## src/life_params.svh

```systemverilog
// Game of Life display parameters
// raster timing with reduced blanking, world geometry, pacing and colours
`ifndef LIFE_PARAMS_SVH
`define LIFE_PARAMS_SVH

// horizontal timing in pixels, syncs active high
`define LIFE_H_ACTIVE     64
`define LIFE_H_TOTAL      80
`define LIFE_H_SYNC_START 68
`define LIFE_H_SYNC_END   74

// vertical timing in lines
`define LIFE_V_ACTIVE     48
`define LIFE_V_TOTAL      56
`define LIFE_V_SYNC_START 50
`define LIFE_V_SYNC_END   52

// world of 16 x 12 cells, each 4 x 4 pixels
`define LIFE_WORLD_W      16
`define LIFE_WORLD_H      12
`define LIFE_SCALE_SHIFT  2

`define LIFE_GEN_FRAMES   2        // frames per generation

`define LIFE_ALIVE_COLOR  12'hEE4  // 4 bits each of red, green, blue
`define LIFE_DEAD_COLOR   12'h125

`endif
```

## src/life_pkg.sv

```systemverilog
// world types
// cell positions, linear cell index and the engine state machine
package life_pkg;

    typedef logic [3:0] cell_x_t;     // cell column
    typedef logic [3:0] cell_y_t;     // cell row
    typedef logic [7:0] cell_addr_t;  // row * width + column

    // life engine states
    typedef enum logic [2:0] {
        IDLE,    // waiting for a generation request
        LOAD,    // new cell, first window read
        COUNT,   // window reads and neighbour sum
        WRITE,   // next state into the back world
        FINISH   // ack high until the request drops
    } engine_state_t;

endpackage

```

## src/video_pkg.sv

```systemverilog
// video types
// screen coordinates and colour channels of the pixel path
package video_pkg;

    // one screen coordinate, covers the full 80 x 56 raster
    typedef logic [7:0] coord_t;

    // one colour channel of a 12-bit RGB pixel
    typedef logic [3:0] chan_t;

endpackage

```

## src/life_top.sv

```systemverilog
// Game of Life top level
// frame pacer, life engine, display timing and world store
`timescale 1ns/1ps

module life_top (
    input  logic              clk_pix,
    input  logic              rst_n,
    input  logic              run,         // evolve the world while high
    input  logic              seed_we,     // seed write, only while run is low
    input  life_pkg::cell_x_t seed_x,
    input  life_pkg::cell_y_t seed_y,
    input  logic              seed_alive,
    output logic              hsync,
    output logic              vsync,
    output logic              de,
    output video_pkg::chan_t  red,
    output video_pkg::chan_t  green,
    output video_pkg::chan_t  blue,
    output logic              generation_pulse
);
    import video_pkg::*;
    import life_pkg::*;

    logic       gen_req;
    logic       gen_ack;
    logic       gen_done;
    cell_addr_t rd_addr;
    logic       rd_alive;
    logic       wr_en;
    cell_addr_t wr_addr;
    logic       wr_alive;
    coord_t     sx;
    coord_t     sy;
    logic       timing_hsync;  // undelayed, from the counters
    logic       timing_vsync;
    logic       timing_de;
    logic       frame_start;

    frame_pacer pacer_inst (
        .clk_pix, .rst_n, .run, .frame_start, .gen_ack, .gen_req
    );

    life_engine engine_inst (
        .clk_pix, .rst_n, .gen_req, .rd_alive,
        .gen_ack, .gen_done, .rd_addr, .wr_en, .wr_addr, .wr_alive
    );

    display_timing timing_inst (
        .clk_pix, .rst_n, .sx, .sy,
        .hsync(timing_hsync), .vsync(timing_vsync), .de(timing_de), .frame_start
    );

    world_store store_inst (
        .clk_pix, .rst_n, .run, .seed_we, .seed_x, .seed_y, .seed_alive,
        .rd_addr, .wr_en, .wr_addr, .wr_alive, .gen_done, .sx, .sy,
        .hsync_in(timing_hsync), .vsync_in(timing_vsync), .de_in(timing_de),
        .frame_start, .rd_alive, .red, .green, .blue,
        .hsync, .vsync, .de, .generation_pulse
    );

endmodule

```

## src/world_store.sv

```systemverilog
// world store and pixel stage
// double-buffered cell world with seed port, swap on frame start and colour out
`timescale 1ns/1ps
`include "life_params.svh"

module world_store (
    input  logic                 clk_pix,
    input  logic                 rst_n,
    input  logic                 run,
    input  logic                 seed_we,
    input  life_pkg::cell_x_t    seed_x,
    input  life_pkg::cell_y_t    seed_y,
    input  logic                 seed_alive,
    input  life_pkg::cell_addr_t rd_addr,      // engine read of the front world
    input  logic                 wr_en,        // engine write of the back world
    input  life_pkg::cell_addr_t wr_addr,
    input  logic                 wr_alive,
    input  logic                 gen_done,
    input  video_pkg::coord_t    sx,
    input  video_pkg::coord_t    sy,
    input  logic                 hsync_in,
    input  logic                 vsync_in,
    input  logic                 de_in,
    input  logic                 frame_start,
    output logic                 rd_alive,
    output video_pkg::chan_t     red,
    output video_pkg::chan_t     green,
    output video_pkg::chan_t     blue,
    output logic                 hsync,
    output logic                 vsync,
    output logic                 de,
    output logic                 generation_pulse  // one cycle per swap
);
    import video_pkg::*;
    import life_pkg::*;

    localparam int          CELLS = `LIFE_WORLD_W * `LIFE_WORLD_H;
    localparam logic [11:0] ALIVE = `LIFE_ALIVE_COLOR;
    localparam logic [11:0] DEAD  = `LIFE_DEAD_COLOR;

    logic       cells_a [CELLS];
    logic       cells_b [CELLS];
    logic       front_sel;       // 0 shows cells_a
    logic       swap_pend;       // back world complete
    logic       take_swap;
    logic       disp_sel;        // front for the pixel read this cycle
    logic       seed_wr;
    cell_addr_t seed_addr;
    cell_addr_t pix_addr;
    logic       pix_alive;

    assign take_swap = frame_start && swap_pend && run;
    assign disp_sel  = front_sel ^ take_swap;  // new world from the first pixel on
    assign seed_wr   = seed_we && !run && (seed_y < cell_y_t'(`LIFE_WORLD_H));
    assign seed_addr = cell_addr_t'(seed_y * `LIFE_WORLD_W + seed_x);
    assign pix_addr  = cell_addr_t'((sy >> `LIFE_SCALE_SHIFT) * `LIFE_WORLD_W
                                    + (sx >> `LIFE_SCALE_SHIFT));
    assign pix_alive = disp_sel ? cells_b[pix_addr] : cells_a[pix_addr];

    // engine writes the back world, seeding writes the front world
    always_ff @(posedge clk_pix) begin
        if (wr_en) begin
            if (front_sel)
                cells_a[wr_addr] <= wr_alive;
            else
                cells_b[wr_addr] <= wr_alive;
        end
        if (seed_wr) begin
            if (front_sel)
                cells_b[seed_addr] <= seed_alive;
            else
                cells_a[seed_addr] <= seed_alive;
        end
        rd_alive <= front_sel ? cells_b[rd_addr] : cells_a[rd_addr];
    end

    always_ff @(posedge clk_pix) begin
        if (!rst_n) begin
            front_sel        <= 1'b0;
            swap_pend        <= 1'b0;
            generation_pulse <= 1'b0;
        end else begin
            generation_pulse <= take_swap;
            if (take_swap) begin
                front_sel <= ~front_sel;
                swap_pend <= 1'b0;
            end else if (gen_done) begin
                swap_pend <= 1'b1;                   // wait for the next frame
            end
        end
    end

    // pixel stage, one cycle behind the counters
    always_ff @(posedge clk_pix) begin
        if (!rst_n) begin
            red   <= '0;
            green <= '0;
            blue  <= '0;
            hsync <= 1'b0;
            vsync <= 1'b0;
            de    <= 1'b0;
        end else begin
            red   <= !de_in ? chan_t'(0) : (pix_alive ? ALIVE[11:8] : DEAD[11:8]);
            green <= !de_in ? chan_t'(0) : (pix_alive ? ALIVE[7:4] : DEAD[7:4]);
            blue  <= !de_in ? chan_t'(0) : (pix_alive ? ALIVE[3:0] : DEAD[3:0]);
            hsync <= hsync_in;
            vsync <= vsync_in;
            de    <= de_in;
        end
    end

endmodule

```

## src/display_timing.sv

```systemverilog
// display timing
// raster counters with sync, data enable and frame start from the params header
`timescale 1ns/1ps
`include "life_params.svh"

module display_timing (
    input  logic              clk_pix,
    input  logic              rst_n,
    output video_pkg::coord_t sx,          // horizontal position
    output video_pkg::coord_t sy,          // vertical position
    output logic              hsync,
    output logic              vsync,
    output logic              de,          // active area
    output logic              frame_start  // first cycle of a frame
);
    import video_pkg::*;

    localparam coord_t H_LAST = coord_t'(`LIFE_H_TOTAL - 1);
    localparam coord_t V_LAST = coord_t'(`LIFE_V_TOTAL - 1);

    localparam coord_t H_ACT = coord_t'(`LIFE_H_ACTIVE);
    localparam coord_t V_ACT = coord_t'(`LIFE_V_ACTIVE);

    localparam coord_t HS_START = coord_t'(`LIFE_H_SYNC_START);
    localparam coord_t HS_END   = coord_t'(`LIFE_H_SYNC_END);
    localparam coord_t VS_START = coord_t'(`LIFE_V_SYNC_START);
    localparam coord_t VS_END   = coord_t'(`LIFE_V_SYNC_END);

    always_ff @(posedge clk_pix) begin
        if (!rst_n) begin
            sx <= '0;
            sy <= '0;
        end else if (sx == H_LAST) begin
            sx <= '0;                                    // end of line
            sy <= (sy == V_LAST) ? '0 : sy + coord_t'(1);
        end else begin
            sx <= sx + coord_t'(1);
        end
    end

    // decoded straight from the counters
    assign hsync       = (sx >= HS_START) && (sx < HS_END);
    assign vsync       = (sy >= VS_START) && (sy < VS_END);
    assign de          = (sx < H_ACT) && (sy < V_ACT);
    assign frame_start = (sx == '0) && (sy == '0);

endmodule

```

## src/life_engine.sv

```systemverilog
// life engine
// computes the next generation cell by cell from the front world into the back world
// a 3x3 window is read one cell per cycle, edges of the world count as dead
`timescale 1ns/1ps
`include "life_params.svh"

module life_engine (
    input  logic                 clk_pix,
    input  logic                 rst_n,
    input  logic                 gen_req,   // from frame pacer
    input  logic                 rd_alive,  // front cell, one cycle after rd_addr
    output logic                 gen_ack,   // generation complete
    output logic                 gen_done,  // one cycle, with the ack rise
    output life_pkg::cell_addr_t rd_addr,
    output logic                 wr_en,
    output life_pkg::cell_addr_t wr_addr,
    output logic                 wr_alive
);
    import life_pkg::*;

    localparam cell_x_t LAST_X = cell_x_t'(`LIFE_WORLD_W - 1);
    localparam cell_y_t LAST_Y = cell_y_t'(`LIFE_WORLD_H - 1);

    engine_state_t state;
    cell_x_t       cx;            // cell being computed
    cell_y_t       cy;
    logic [1:0]    wx;            // window column 0..2
    logic [1:0]    wy;            // window row, 3 once all nine are issued
    logic [4:0]    nx;            // neighbour column, -1 wraps high
    logic [4:0]    ny;
    logic          in_world;
    logic          issue;         // window read goes out this cycle
    logic          a_valid;       // stage a matches rd_addr
    logic          a_centre;
    logic          a_last;
    logic          b_valid;       // stage b matches rd_alive
    logic          b_centre;
    logic          b_last;
    logic [3:0]    n_cnt;         // live neighbours so far
    logic [3:0]    n_final;       // sum including the last window read
    logic          centre_alive;

    assign nx       = {1'b0, cx} + {3'b000, wx} - 5'd1;
    assign ny       = {1'b0, cy} + {3'b000, wy} - 5'd1;
    assign in_world = (nx < 5'(`LIFE_WORLD_W)) && (ny < 5'(`LIFE_WORLD_H));
    assign issue    = ((state == LOAD) || (state == COUNT)) && (wy != 2'd3);
    assign n_final  = n_cnt + {3'b000, b_valid && rd_alive};  // last read is never the centre

    // state, handshake and read pipeline control
    always_ff @(posedge clk_pix) begin
        if (!rst_n) begin
            state    <= IDLE;
            gen_ack  <= 1'b0;
            gen_done <= 1'b0;
            wr_en    <= 1'b0;
            cx       <= '0;
            cy       <= '0;
            wx       <= '0;
            wy       <= '0;
            a_valid  <= 1'b0;
            a_last   <= 1'b0;
            b_valid  <= 1'b0;
            b_last   <= 1'b0;
        end else begin
            gen_done <= 1'b0;
            wr_en    <= 1'b0;
            a_valid  <= issue && in_world;             // outside cells are not read
            a_last   <= issue && (wx == 2'd2) && (wy == 2'd2);
            b_valid  <= a_valid;
            b_last   <= a_last;
            if (issue) begin
                if (wx == 2'd2) begin
                    wx <= '0;
                    wy <= wy + 2'd1;
                end else begin
                    wx <= wx + 2'd1;
                end
            end
            case (state)
                IDLE: begin
                    if (gen_req) begin
                        cx    <= '0;
                        cy    <= '0;
                        state <= LOAD;
                    end
                end
                LOAD: state <= COUNT;
                COUNT: begin
                    if (b_last) begin                  // whole window summed
                        wr_en <= 1'b1;
                        state <= WRITE;
                    end
                end
                WRITE: begin
                    wx <= '0;
                    wy <= '0;
                    if (cx == LAST_X) begin
                        cx <= '0;
                        if (cy == LAST_Y) begin
                            gen_ack  <= 1'b1;          // phase 2
                            gen_done <= 1'b1;
                            state    <= FINISH;
                        end else begin
                            cy    <= cy + 1'b1;
                            state <= LOAD;
                        end
                    end else begin
                        cx    <= cx + 1'b1;
                        state <= LOAD;
                    end
                end
                FINISH: begin
                    if (!gen_req) begin
                        gen_ack <= 1'b0;               // phase 4
                        state   <= IDLE;
                    end
                end
                default: state <= IDLE;
            endcase
        end
    end

    // read address, neighbour sum and rule
    always_ff @(posedge clk_pix) begin
        if (issue)
            rd_addr <= cell_addr_t'(ny * `LIFE_WORLD_W + nx);
        a_centre <= (wx == 2'd1) && (wy == 2'd1);
        b_centre <= a_centre;
        if (state == LOAD) begin
            n_cnt <= '0;
        end else if (b_valid) begin
            if (b_centre)
                centre_alive <= rd_alive;
            else
                n_cnt <= n_cnt + {3'b000, rd_alive};
        end
        if ((state == COUNT) && b_last) begin
            wr_addr  <= cell_addr_t'(cy * `LIFE_WORLD_W + cx);
            wr_alive <= (n_final == 4'd3) || (centre_alive && (n_final == 4'd2));
        end
    end

endmodule

```

## src/frame_pacer.sv

```systemverilog
// frame pacer
// counts frames while run is high and requests a generation every few frames
`timescale 1ns/1ps
`include "life_params.svh"

module frame_pacer (
    input  logic clk_pix,
    input  logic rst_n,
    input  logic run,          // world evolves while high
    input  logic frame_start,  // one cycle at the start of each frame
    input  logic gen_ack,      // engine finished the generation
    output logic gen_req       // four-phase request to the engine
);
    localparam int CNT_W = $clog2(`LIFE_GEN_FRAMES + 1);

    logic [CNT_W-1:0] frame_cnt;
    logic             last_frame;  // this frame completes the count
    logic             hs_open;     // request or ack still high
    logic             req_wait;    // count reached while handshake open

    assign last_frame = run && frame_start && (frame_cnt == CNT_W'(`LIFE_GEN_FRAMES - 1));
    assign hs_open    = gen_req || gen_ack;

    always_ff @(posedge clk_pix) begin
        if (!rst_n) begin
            frame_cnt <= '0;
            gen_req   <= 1'b0;
            req_wait  <= 1'b0;
        end else begin
            if (!run)
                frame_cnt <= '0;                        // pacing restarts on next run
            else if (frame_start)
                frame_cnt <= last_frame ? '0 : frame_cnt + 1'b1;

            if (gen_req && gen_ack)
                gen_req <= 1'b0;                        // phase 3, drop after ack
            else if (run && (last_frame || req_wait) && !hs_open)
                gen_req <= 1'b1;                        // phase 1

            if (!run)
                req_wait <= 1'b0;
            else if (last_frame && hs_open)
                req_wait <= 1'b1;                       // frame counted, request held
            else if (!hs_open)
                req_wait <= 1'b0;
        end
    end

endmodule

```

## config.mk

```make
export PLATFORM = sky130hd
export DESIGN_NAME = life_top
export DESIGN_NICKNAME = d
export VERILOG_FILES = /design/src/life_pkg.sv /design/src/video_pkg.sv /design/src/life_top.sv /design/src/world_store.sv /design/src/display_timing.sv /design/src/life_engine.sv /design/src/frame_pacer.sv
export VERILOG_INCLUDE_DIRS = /design/src
export SDC_FILE = /design/constraint.sdc
export NUM_CORES = 1
export LEC_CHECK = 0
export ABC_AREA = 1
export BUFFER_PORTS_ARGS = -buffer_cell sky130_fd_sc_hd__clkbuf_2
export CAP_MARGIN = 25
export CORE_AREA = 2 2 229 231
export DETAILED_ROUTE_END_ITERATION = 6
export DIE_AREA = 0 0 231 233
export GPL_ROUTABILITY_DRIVEN = 0
export PLACE_DENSITY = 0.66
export SYNTH_ARGS = -nofsm -noshare
export SYNTH_HDL_FRONTEND = slang
export SYNTH_SLANG_ARGS = --single-unit
```

## constraint.sdc

```tcl
create_clock -name clk_pix -period 28.5 [get_ports clk_pix]
set_input_delay 5.7 -clock clk_pix [delete_from_list [all_inputs] [get_ports clk_pix]]
set_output_delay 5.7 -clock clk_pix [all_outputs]
set_load 0.005 [all_outputs]
```

=== Word level (Yosys, flattened, before mapping) ===
Memories as Yosys holds them, arrays and structs flattened. A register that Yosys moved wholly into a read port is not among the register bits.
Cells that the tools add are included.

* Register bits after elaboration: 85
* RAM bits: 384
* Output and inout port bits: 16
* Word-level logic and storage cells: 187
* Memories kept: 2

{| class="wikitable"
|+ Memory list
! memory !! depth !! width !! rd ports !! clocked after memory_dff !! write ports !! line !! source
|-
| store_inst.cells_a || 192 || 1 || 2 || 1 || 1 || world_store.sv:41 || <nowiki>logic cells_a [CELLS];</nowiki>
|-
| store_inst.cells_b || 192 || 1 || 2 || 1 || 1 || world_store.sv:42 || <nowiki>logic cells_b [CELLS];</nowiki>
|}

* Add/sub/neg operators: 17
* Magnitude comparators: 9
* Equality and inequality tests: 23
* Mux-type cells: 46
* Bitwise gates (word level): 5
* Reduce and logical (&&, ||, !) cells: 51

{| class="wikitable"
|+ Operator list
! operator !! count
|-
| $mux 8 || 5
|-
| $mux 1 || 24
|-
| $mux 4 || 6
|-
| $logic_and 1x1->1 || 23
|-
| $add 8x1->8 const B || 2
|-
| $add 8x4->8 || 2
|-
| $logic_not 8->1 || 2
|-
| $lt 8x6->1 const B || 2
|-
| $lt 8x7->1 const B || 2
|-
| $pmux 4 s2 || 2
|-
| $mux 3 || 5
|-
| $pmux 3 s5 || 1
|-
| $reduce_and 2->1 || 6
|-
| $add 4x2->5 || 2
|-
| $ne 2x2->1 const B || 5
|-
| $sub 5x1->5 const B || 2
|-
| $reduce_and 3->1 || 3
|-
| $add 4x1->4 || 2
|-
| $add 4x1->4 const B || 2
|-
| $add 8x5->8 || 1
|-
| $add 8x6->8 || 1
|-
| $eq 4x2->1 const B || 2
|-
| $eq 4x4->1 const B || 2
|-
| $eq 8x6->1 const B || 1
|-
| 24 further kinds || 46
|}

=== Longest topological paths before layout ===
* Depth in word-level cells: 7
* Depth in mapped cells: 19
* Depth with buffers taken out: 17

=== By module ===
Synthesis repeated with hierarchy kept, for this count alone.

* Cell total of the unflattened synthesis: 3,158
* Area total of the unflattened synthesis: 25,538.2 um^2

{| class="wikitable"
|+ By module, submodules not included
! module !! times used !! cells an instance !! area each (um^2)
|-
| world_store || 1 || 2,749 || 22,145.0
|-
| life_engine || 1 || 247 || 2,275.9
|-
| display_timing || 1 || 140 || 943.4
|-
| frame_pacer || 1 || 22 || 173.9
|}

=== Least setup slack after synthesis ===
No wires, ideal clock.

* Path kind: input to register
* Start: in seed_we
* End: mem store_inst.cells_a[0], data pin
* Arrival: 13.671 ns
* Data required time: 26.807 ns
* Setup slack: 13.136 ns
* Stages on the path: 5
* Path buffers: 1
* Cells stage by stage: inv_1 nor2_4 nand3_2 buf_6 o21ai_0

* Word-level cells in the longest chain between the ends: 6

{| class="wikitable"
|+ RTL lines
! element !! line !! source
|-
| start, declared || life_top.sv:9 || <nowiki>input logic seed_we,</nowiki>
|-
| $logic_and 1x1->1 (2 in series) || world_store.sv:54 || <nowiki>assign seed_wr = seed_we && !run && (seed_y < cell_y_t'(`LIFE_WORLD_H));</nowiki>
|-
| $mux 1 || world_store.sv:68 || <nowiki>if (seed_wr) begin</nowiki>
|-
| $mux 1 (not written as such) || world_store.sv:72 || <nowiki>cells_a[seed_addr] <= seed_alive;</nowiki>
|-
| $reduce_or 1->1 (no source line) || -- ||
|-
| $mux 1 (no source line) || -- ||
|-
| end, declared || world_store.sv:41 ||
|}

No other way between the ends.

=== Worst setup path in the final report ===
* Start: in run
* End: mem store_inst.cells_a[50], data pin

* Word-level cells in the longest chain between the ends: 7

{| class="wikitable"
|+ RTL lines
! element !! line !! source
|-
| start, declared || life_top.sv:8 || <nowiki>input logic run,</nowiki>
|-
| $logic_not 1->1 || world_store.sv:54 ||
|-
| $logic_and 1x1->1 (2 in series) || world_store.sv:54 ||
|-
| $mux 1 || world_store.sv:68 ||
|-
| $mux 1 (not written as such) || world_store.sv:72 ||
|-
| $reduce_or 1->1 (no source line) || -- ||
|-
| $mux 1 (no source line) || -- ||
|}

No other way between the ends.

==> results.md <==
- The global-route total usage across every layer is 30.7%.
- The critical path is of the input port to flop type.
- The root buffer selected by CTS is sky130_fd_sc_hd__clkbuf_16.
- The end of the worst register-to-register path is store_inst.rd_alive.
- The power per cell area is 72.1 nW/um^2.
- The portion of synthesized cell area occupied by the leading cell type is 46.7%.
- The post-detailed-placement half-perimeter wirelength is approximately 49000 um.
- The number of global-route vias before repair is 21600.
- The number of antenna violations at the first check in global routing is 1.
- The worst hold path was traced through 0 stages.
- The iteration-0 DRC count of the detailed router is approximately 3100.
- The worst register-to-register path has a depth of 14.
- Summed over all layers, the global routing overflow is 0.
- The element type at the critical path start is an input port.
- The final reports fail on design-rule violations.
- The tool flagged a number of max-cap violations equal to 0.
- The final-stage net count is around 3300.
- The core region is 51100 sq um.
- In this run the core area contains 83 standard-cell rows.
- The remaining design rule violation count is 16.
- The average wire per cell in the routed design is 21.2 um.
- The first global-routing pass estimated ~120000 um of wire.
- The worst-case vdd ir drop is roughly 70 uV.
- The leakage power figure is 11.0 nW.
- The maximum operating frequency is 126 MHz.
- Yosys instantiated no cell more often than sky130_fd_sc_hd__nand2_1.
- The area enclosed by the die boundary is around 54000 sq um.
- Data on the critical path is required at its endpoint by approximately 29 ns.
- The number of enable flip-flop cells after synthesis is 402.
- The synthesized area per cell is 7.83 sq um.
- For this design, the CTS-stage hold fixing added 0 buffers.
- Post-CTS timing repair inserted 0 buffers for setup.
- In this run the remaining antenna-violating nets after routing total 0.
- The number of endpoints with negative hold slack in the final report is 0.
- The count of input and output buffers is 25.
- By area the synthesized netlist is led by sky130_fd_sc_hd__edfxtp_1 (47%), sky130_fd_sc_hd__nand2_1 (13%), sky130_fd_sc_hd__nand3_1 (7.8%), sky130_fd_sc_hd__nor2_1 (7.0%), sky130_fd_sc_hd__dfxtp_1 (5.1%).
- After synthesis the cells add up to 25900 sq um.
- The worst setup path is captured at a flop.
- In the synthesized netlist the async set-or-reset flop fraction comes to 0%.
- The total of fill cells in the finished design is 4737.
- The top fanout value on the critical path is 109.
- The total CTS buffers is 50.
- Summing over every cut layer, the via total after detailed routing is 23100.
- The worst hold path class is flop to flop.
- The die is 233 um tall.
- The final critical path takes up 27.8% of the cycle.
- The measured slew at the worst slew-check pin is 1.14 ns.
- By count the netlist is led by sky130_fd_sc_hd__nand2_1 (925), sky130_fd_sc_hd__nor2_1 (482), sky130_fd_sc_hd__edfxtp_1 (402).
- The flip-flop cell with the highest count after synthesis is sky130_fd_sc_hd__edfxtp_1.
- For this configuration, the core starts out at a cell density of 50.6%.
- The overall die width is ~230 um.
- The fraction of final layout cells with drive strength greater than 1 is under 10%.
- The internal reg-to-reg setup slack is 24.67 ns.
- The flow ran to the end, but the final reports show violations.
- The worst-case setup margin in the final layout is 20.57 ns.
- The sum of negative setup slack is 0 ns.
- The most area-hungry cell type in the Yosys netlist is sky130_fd_sc_hd__edfxtp_1.
- The count of unique library cells instantiated by Yosys is 46.
- The total design power is roughly 2.0 mW.
- The TritonCTS clock tree is done.
- The first detailed-routing pass took 7 iterations.
- The number of warning messages in the yosys log is 0.
- At the later pin of the worst-skew pair, clock insertion delay measures 0.61 ns.
- Entering global routing, the biggest net connects 192 pins.
- The post-synthesis sequential area ratio is 51.8%.
- The normalized max-slew margin is about a quarter.
- The per-cell via count in the routed design is 5.88.
- The number of resized instances in the post-cts repair step is 0.
- The number of pins with negative max-slew slack in the final report came to 0.
- Counting flops and latches in the post-synthesis netlist gives around 470.
- The worst setup timing slack at the placement stage is 20.02 ns.
- 29 I/O pins were placed.
- Setup violations remaining at the end of the flow were counted as 0.
- The H-tree level count is 2.
- The instance count of the mapped netlist is 3301.
- The clock sink count is 468.
- Counting along the longest clock path gives a buffer depth of 3.
- The clock skew is 0.0166 ns.
- After clock tree synthesis, the clock-pin slew on the worst setup and hold paths is approximately 0.06 ns.
- The total wirelength of the detailed-routed design is between 80000 and 90000 um.
- The beginning of the worst hold path is engine_inst.a_centre.
- The worst hold path terminates at engine_inst.b_centre.
- Data arrives at the worst endpoint at 8.20 ns.
- The worst path in the final design needs a cycle of a little under 8 ns, including I/O delays and setup.
- Setup repair after global routing left no endpoint under its margin.
- 0 antenna diodes ended up in the layout.
- The synthesis-to-layout area growth is 7.66%.
## stage by stage
stage | util [%] | hold WS (ns) | instances | area, sq um
3_3_place_gp | 51.2 | 0.314 | 3831 | 26200
4_1_cts | 54.4 | 0.328 | 3925 | 27800
5_1_grt | 54.5 | 0.330 | 3927 | 27800
6_report | 54.5 | 0.326 | 3927 | 27800
2_1_floorplan | - | 0.310 | 3303 | 25900
3_5_place_dp | 51.3 | 0.315 | 3832 | 26200
## cell usage in the layout, fill, tap and decap left out, types with 2 or more instances in the layout
master	instances
sky130_fd_sc_hd__nor2_4	4
sky130_fd_sc_hd__inv_1	299
sky130_fd_sc_hd__a31oi_1	6
sky130_fd_sc_hd__clkbuf_8	3
sky130_fd_sc_hd__ha_1	30
sky130_fd_sc_hd__a22oi_1	2
sky130_fd_sc_hd__conb_1	3
sky130_fd_sc_hd__edfxtp_1	402
sky130_fd_sc_hd__o211ai_1	9
sky130_fd_sc_hd__clkinv_2	9
sky130_fd_sc_hd__nor2_2	14
sky130_fd_sc_hd__o21ai_0	169
sky130_fd_sc_hd__clkinv_1	16
sky130_fd_sc_hd__buf_16	2
sky130_fd_sc_hd__inv_2	7
sky130_fd_sc_hd__o21ai_1	7
sky130_fd_sc_hd__o21ai_4	2
sky130_fd_sc_hd__dfxtp_1	61
sky130_fd_sc_hd__clkbuf_1	10
sky130_fd_sc_hd__o21ai_2	8
sky130_fd_sc_hd__nand4_1	6
sky130_fd_sc_hd__dfxtp_4	3
sky130_fd_sc_hd__dfxtp_2	2
sky130_fd_sc_hd__a21oi_1	174
sky130_fd_sc_hd__inv_4	3
sky130_fd_sc_hd__xnor2_1	3
sky130_fd_sc_hd__a211oi_1	3
sky130_fd_sc_hd__clkbuf_16	51
sky130_fd_sc_hd__clkinvlp_4	2
sky130_fd_sc_hd__fa_1	3
sky130_fd_sc_hd__nand3_1	401
sky130_fd_sc_hd__buf_4	26
sky130_fd_sc_hd__nor4_1	5
sky130_fd_sc_hd__nor3_1	38
sky130_fd_sc_hd__clkbuf_2	25
sky130_fd_sc_hd__nor3b_1	4
sky130_fd_sc_hd__xor2_1	9
sky130_fd_sc_hd__bufinv_16	4
sky130_fd_sc_hd__nor2_1	480
sky130_fd_sc_hd__nand2_1	925
## how the worst max path moves through the flow
stage                 start  cells past startpoint                      end
finish                  run                      6   store_inst.cells_a[50]
global route            run                      6   store_inst.cells_a[73]
CTS                     run                      6  store_inst.cells_a[104]
detailed placement      run                      6  store_inst.cells_a[140]
global placement        run                      6  store_inst.cells_a[140]
floorplan           seed_we                      5    store_inst.cells_a[0]
## routing by layer
metal / up-vias / wire [um] / track usage [%]
met5: - / 17 / 0
met4: 2 / 3870 / 14.3
met3: 296 / 10500 / 7.70
met2: 1381 / 36800 / 47.6
met1: 10800 / 32100 / 40.4
li1: 10600 / - / -
## worst max-delay path: stages
cell and delay (ns):
sky130_fd_sc_hd__clkbuf_2 0.13, sky130_fd_sc_hd__nor2_4 0.16, sky130_fd_sc_hd__nand3_2 0.35, sky130_fd_sc_hd__o21ai_4 0.24, sky130_fd_sc_hd__buf_4 0.64, sky130_fd_sc_hd__buf_4 0.89
## cells by family after synthesis
group                    synth area share [%]
flip-flops                               51.8
buffers and inverters                    8.20
AO/OA/AOI/OAI                            7.81
adder cells (fa/ha/maj)                  1.68
AND/OR/NAND/NOR                          30.1
other                                  0.0145
XOR/XNOR                                0.407
## power by group
group          switching [mW]  internal [mW]  total [mW]
logic                   0.422          0.160       0.582
registers              0.0226          0.753       0.775
clock network           0.278          0.372       0.650
total                   0.722           1.29        2.01
## final cells by class
cell class | count | area, sq um | area share, %
clock buffer | 65 | 1360 | 4.90
tap | 680 | 851 | 3.06
inverter | 313 | 1180 | 4.24
timing repair buffer | 55 | 410 | 1.47
clock inverter | 28 | 235 | 0.845
sequential | 468 | 13400 | 48.2
multi-input combinational | 2318 | 10400 | 37.3
## flip-flops by register name, indices dropped and copies added (netlist names), 2 cells and up, named ones only
name / cells
store_inst.cells_a: 192
engine_inst.rd_addr: 8
engine_inst.cx: 4
engine_inst.wr_addr: 8
engine_inst.n_cnt: 4
timing_inst.sx: 8
store_inst.red: 2
engine_inst.state: 3
engine_inst.wy: 2
engine_inst.cy: 4
store_inst.cells_b: 192
engine_inst.wx: 2
timing_inst.sy: 8
pacer_inst.frame_cnt: 2
No activity file was read; power rests on OpenSTA's default activity.
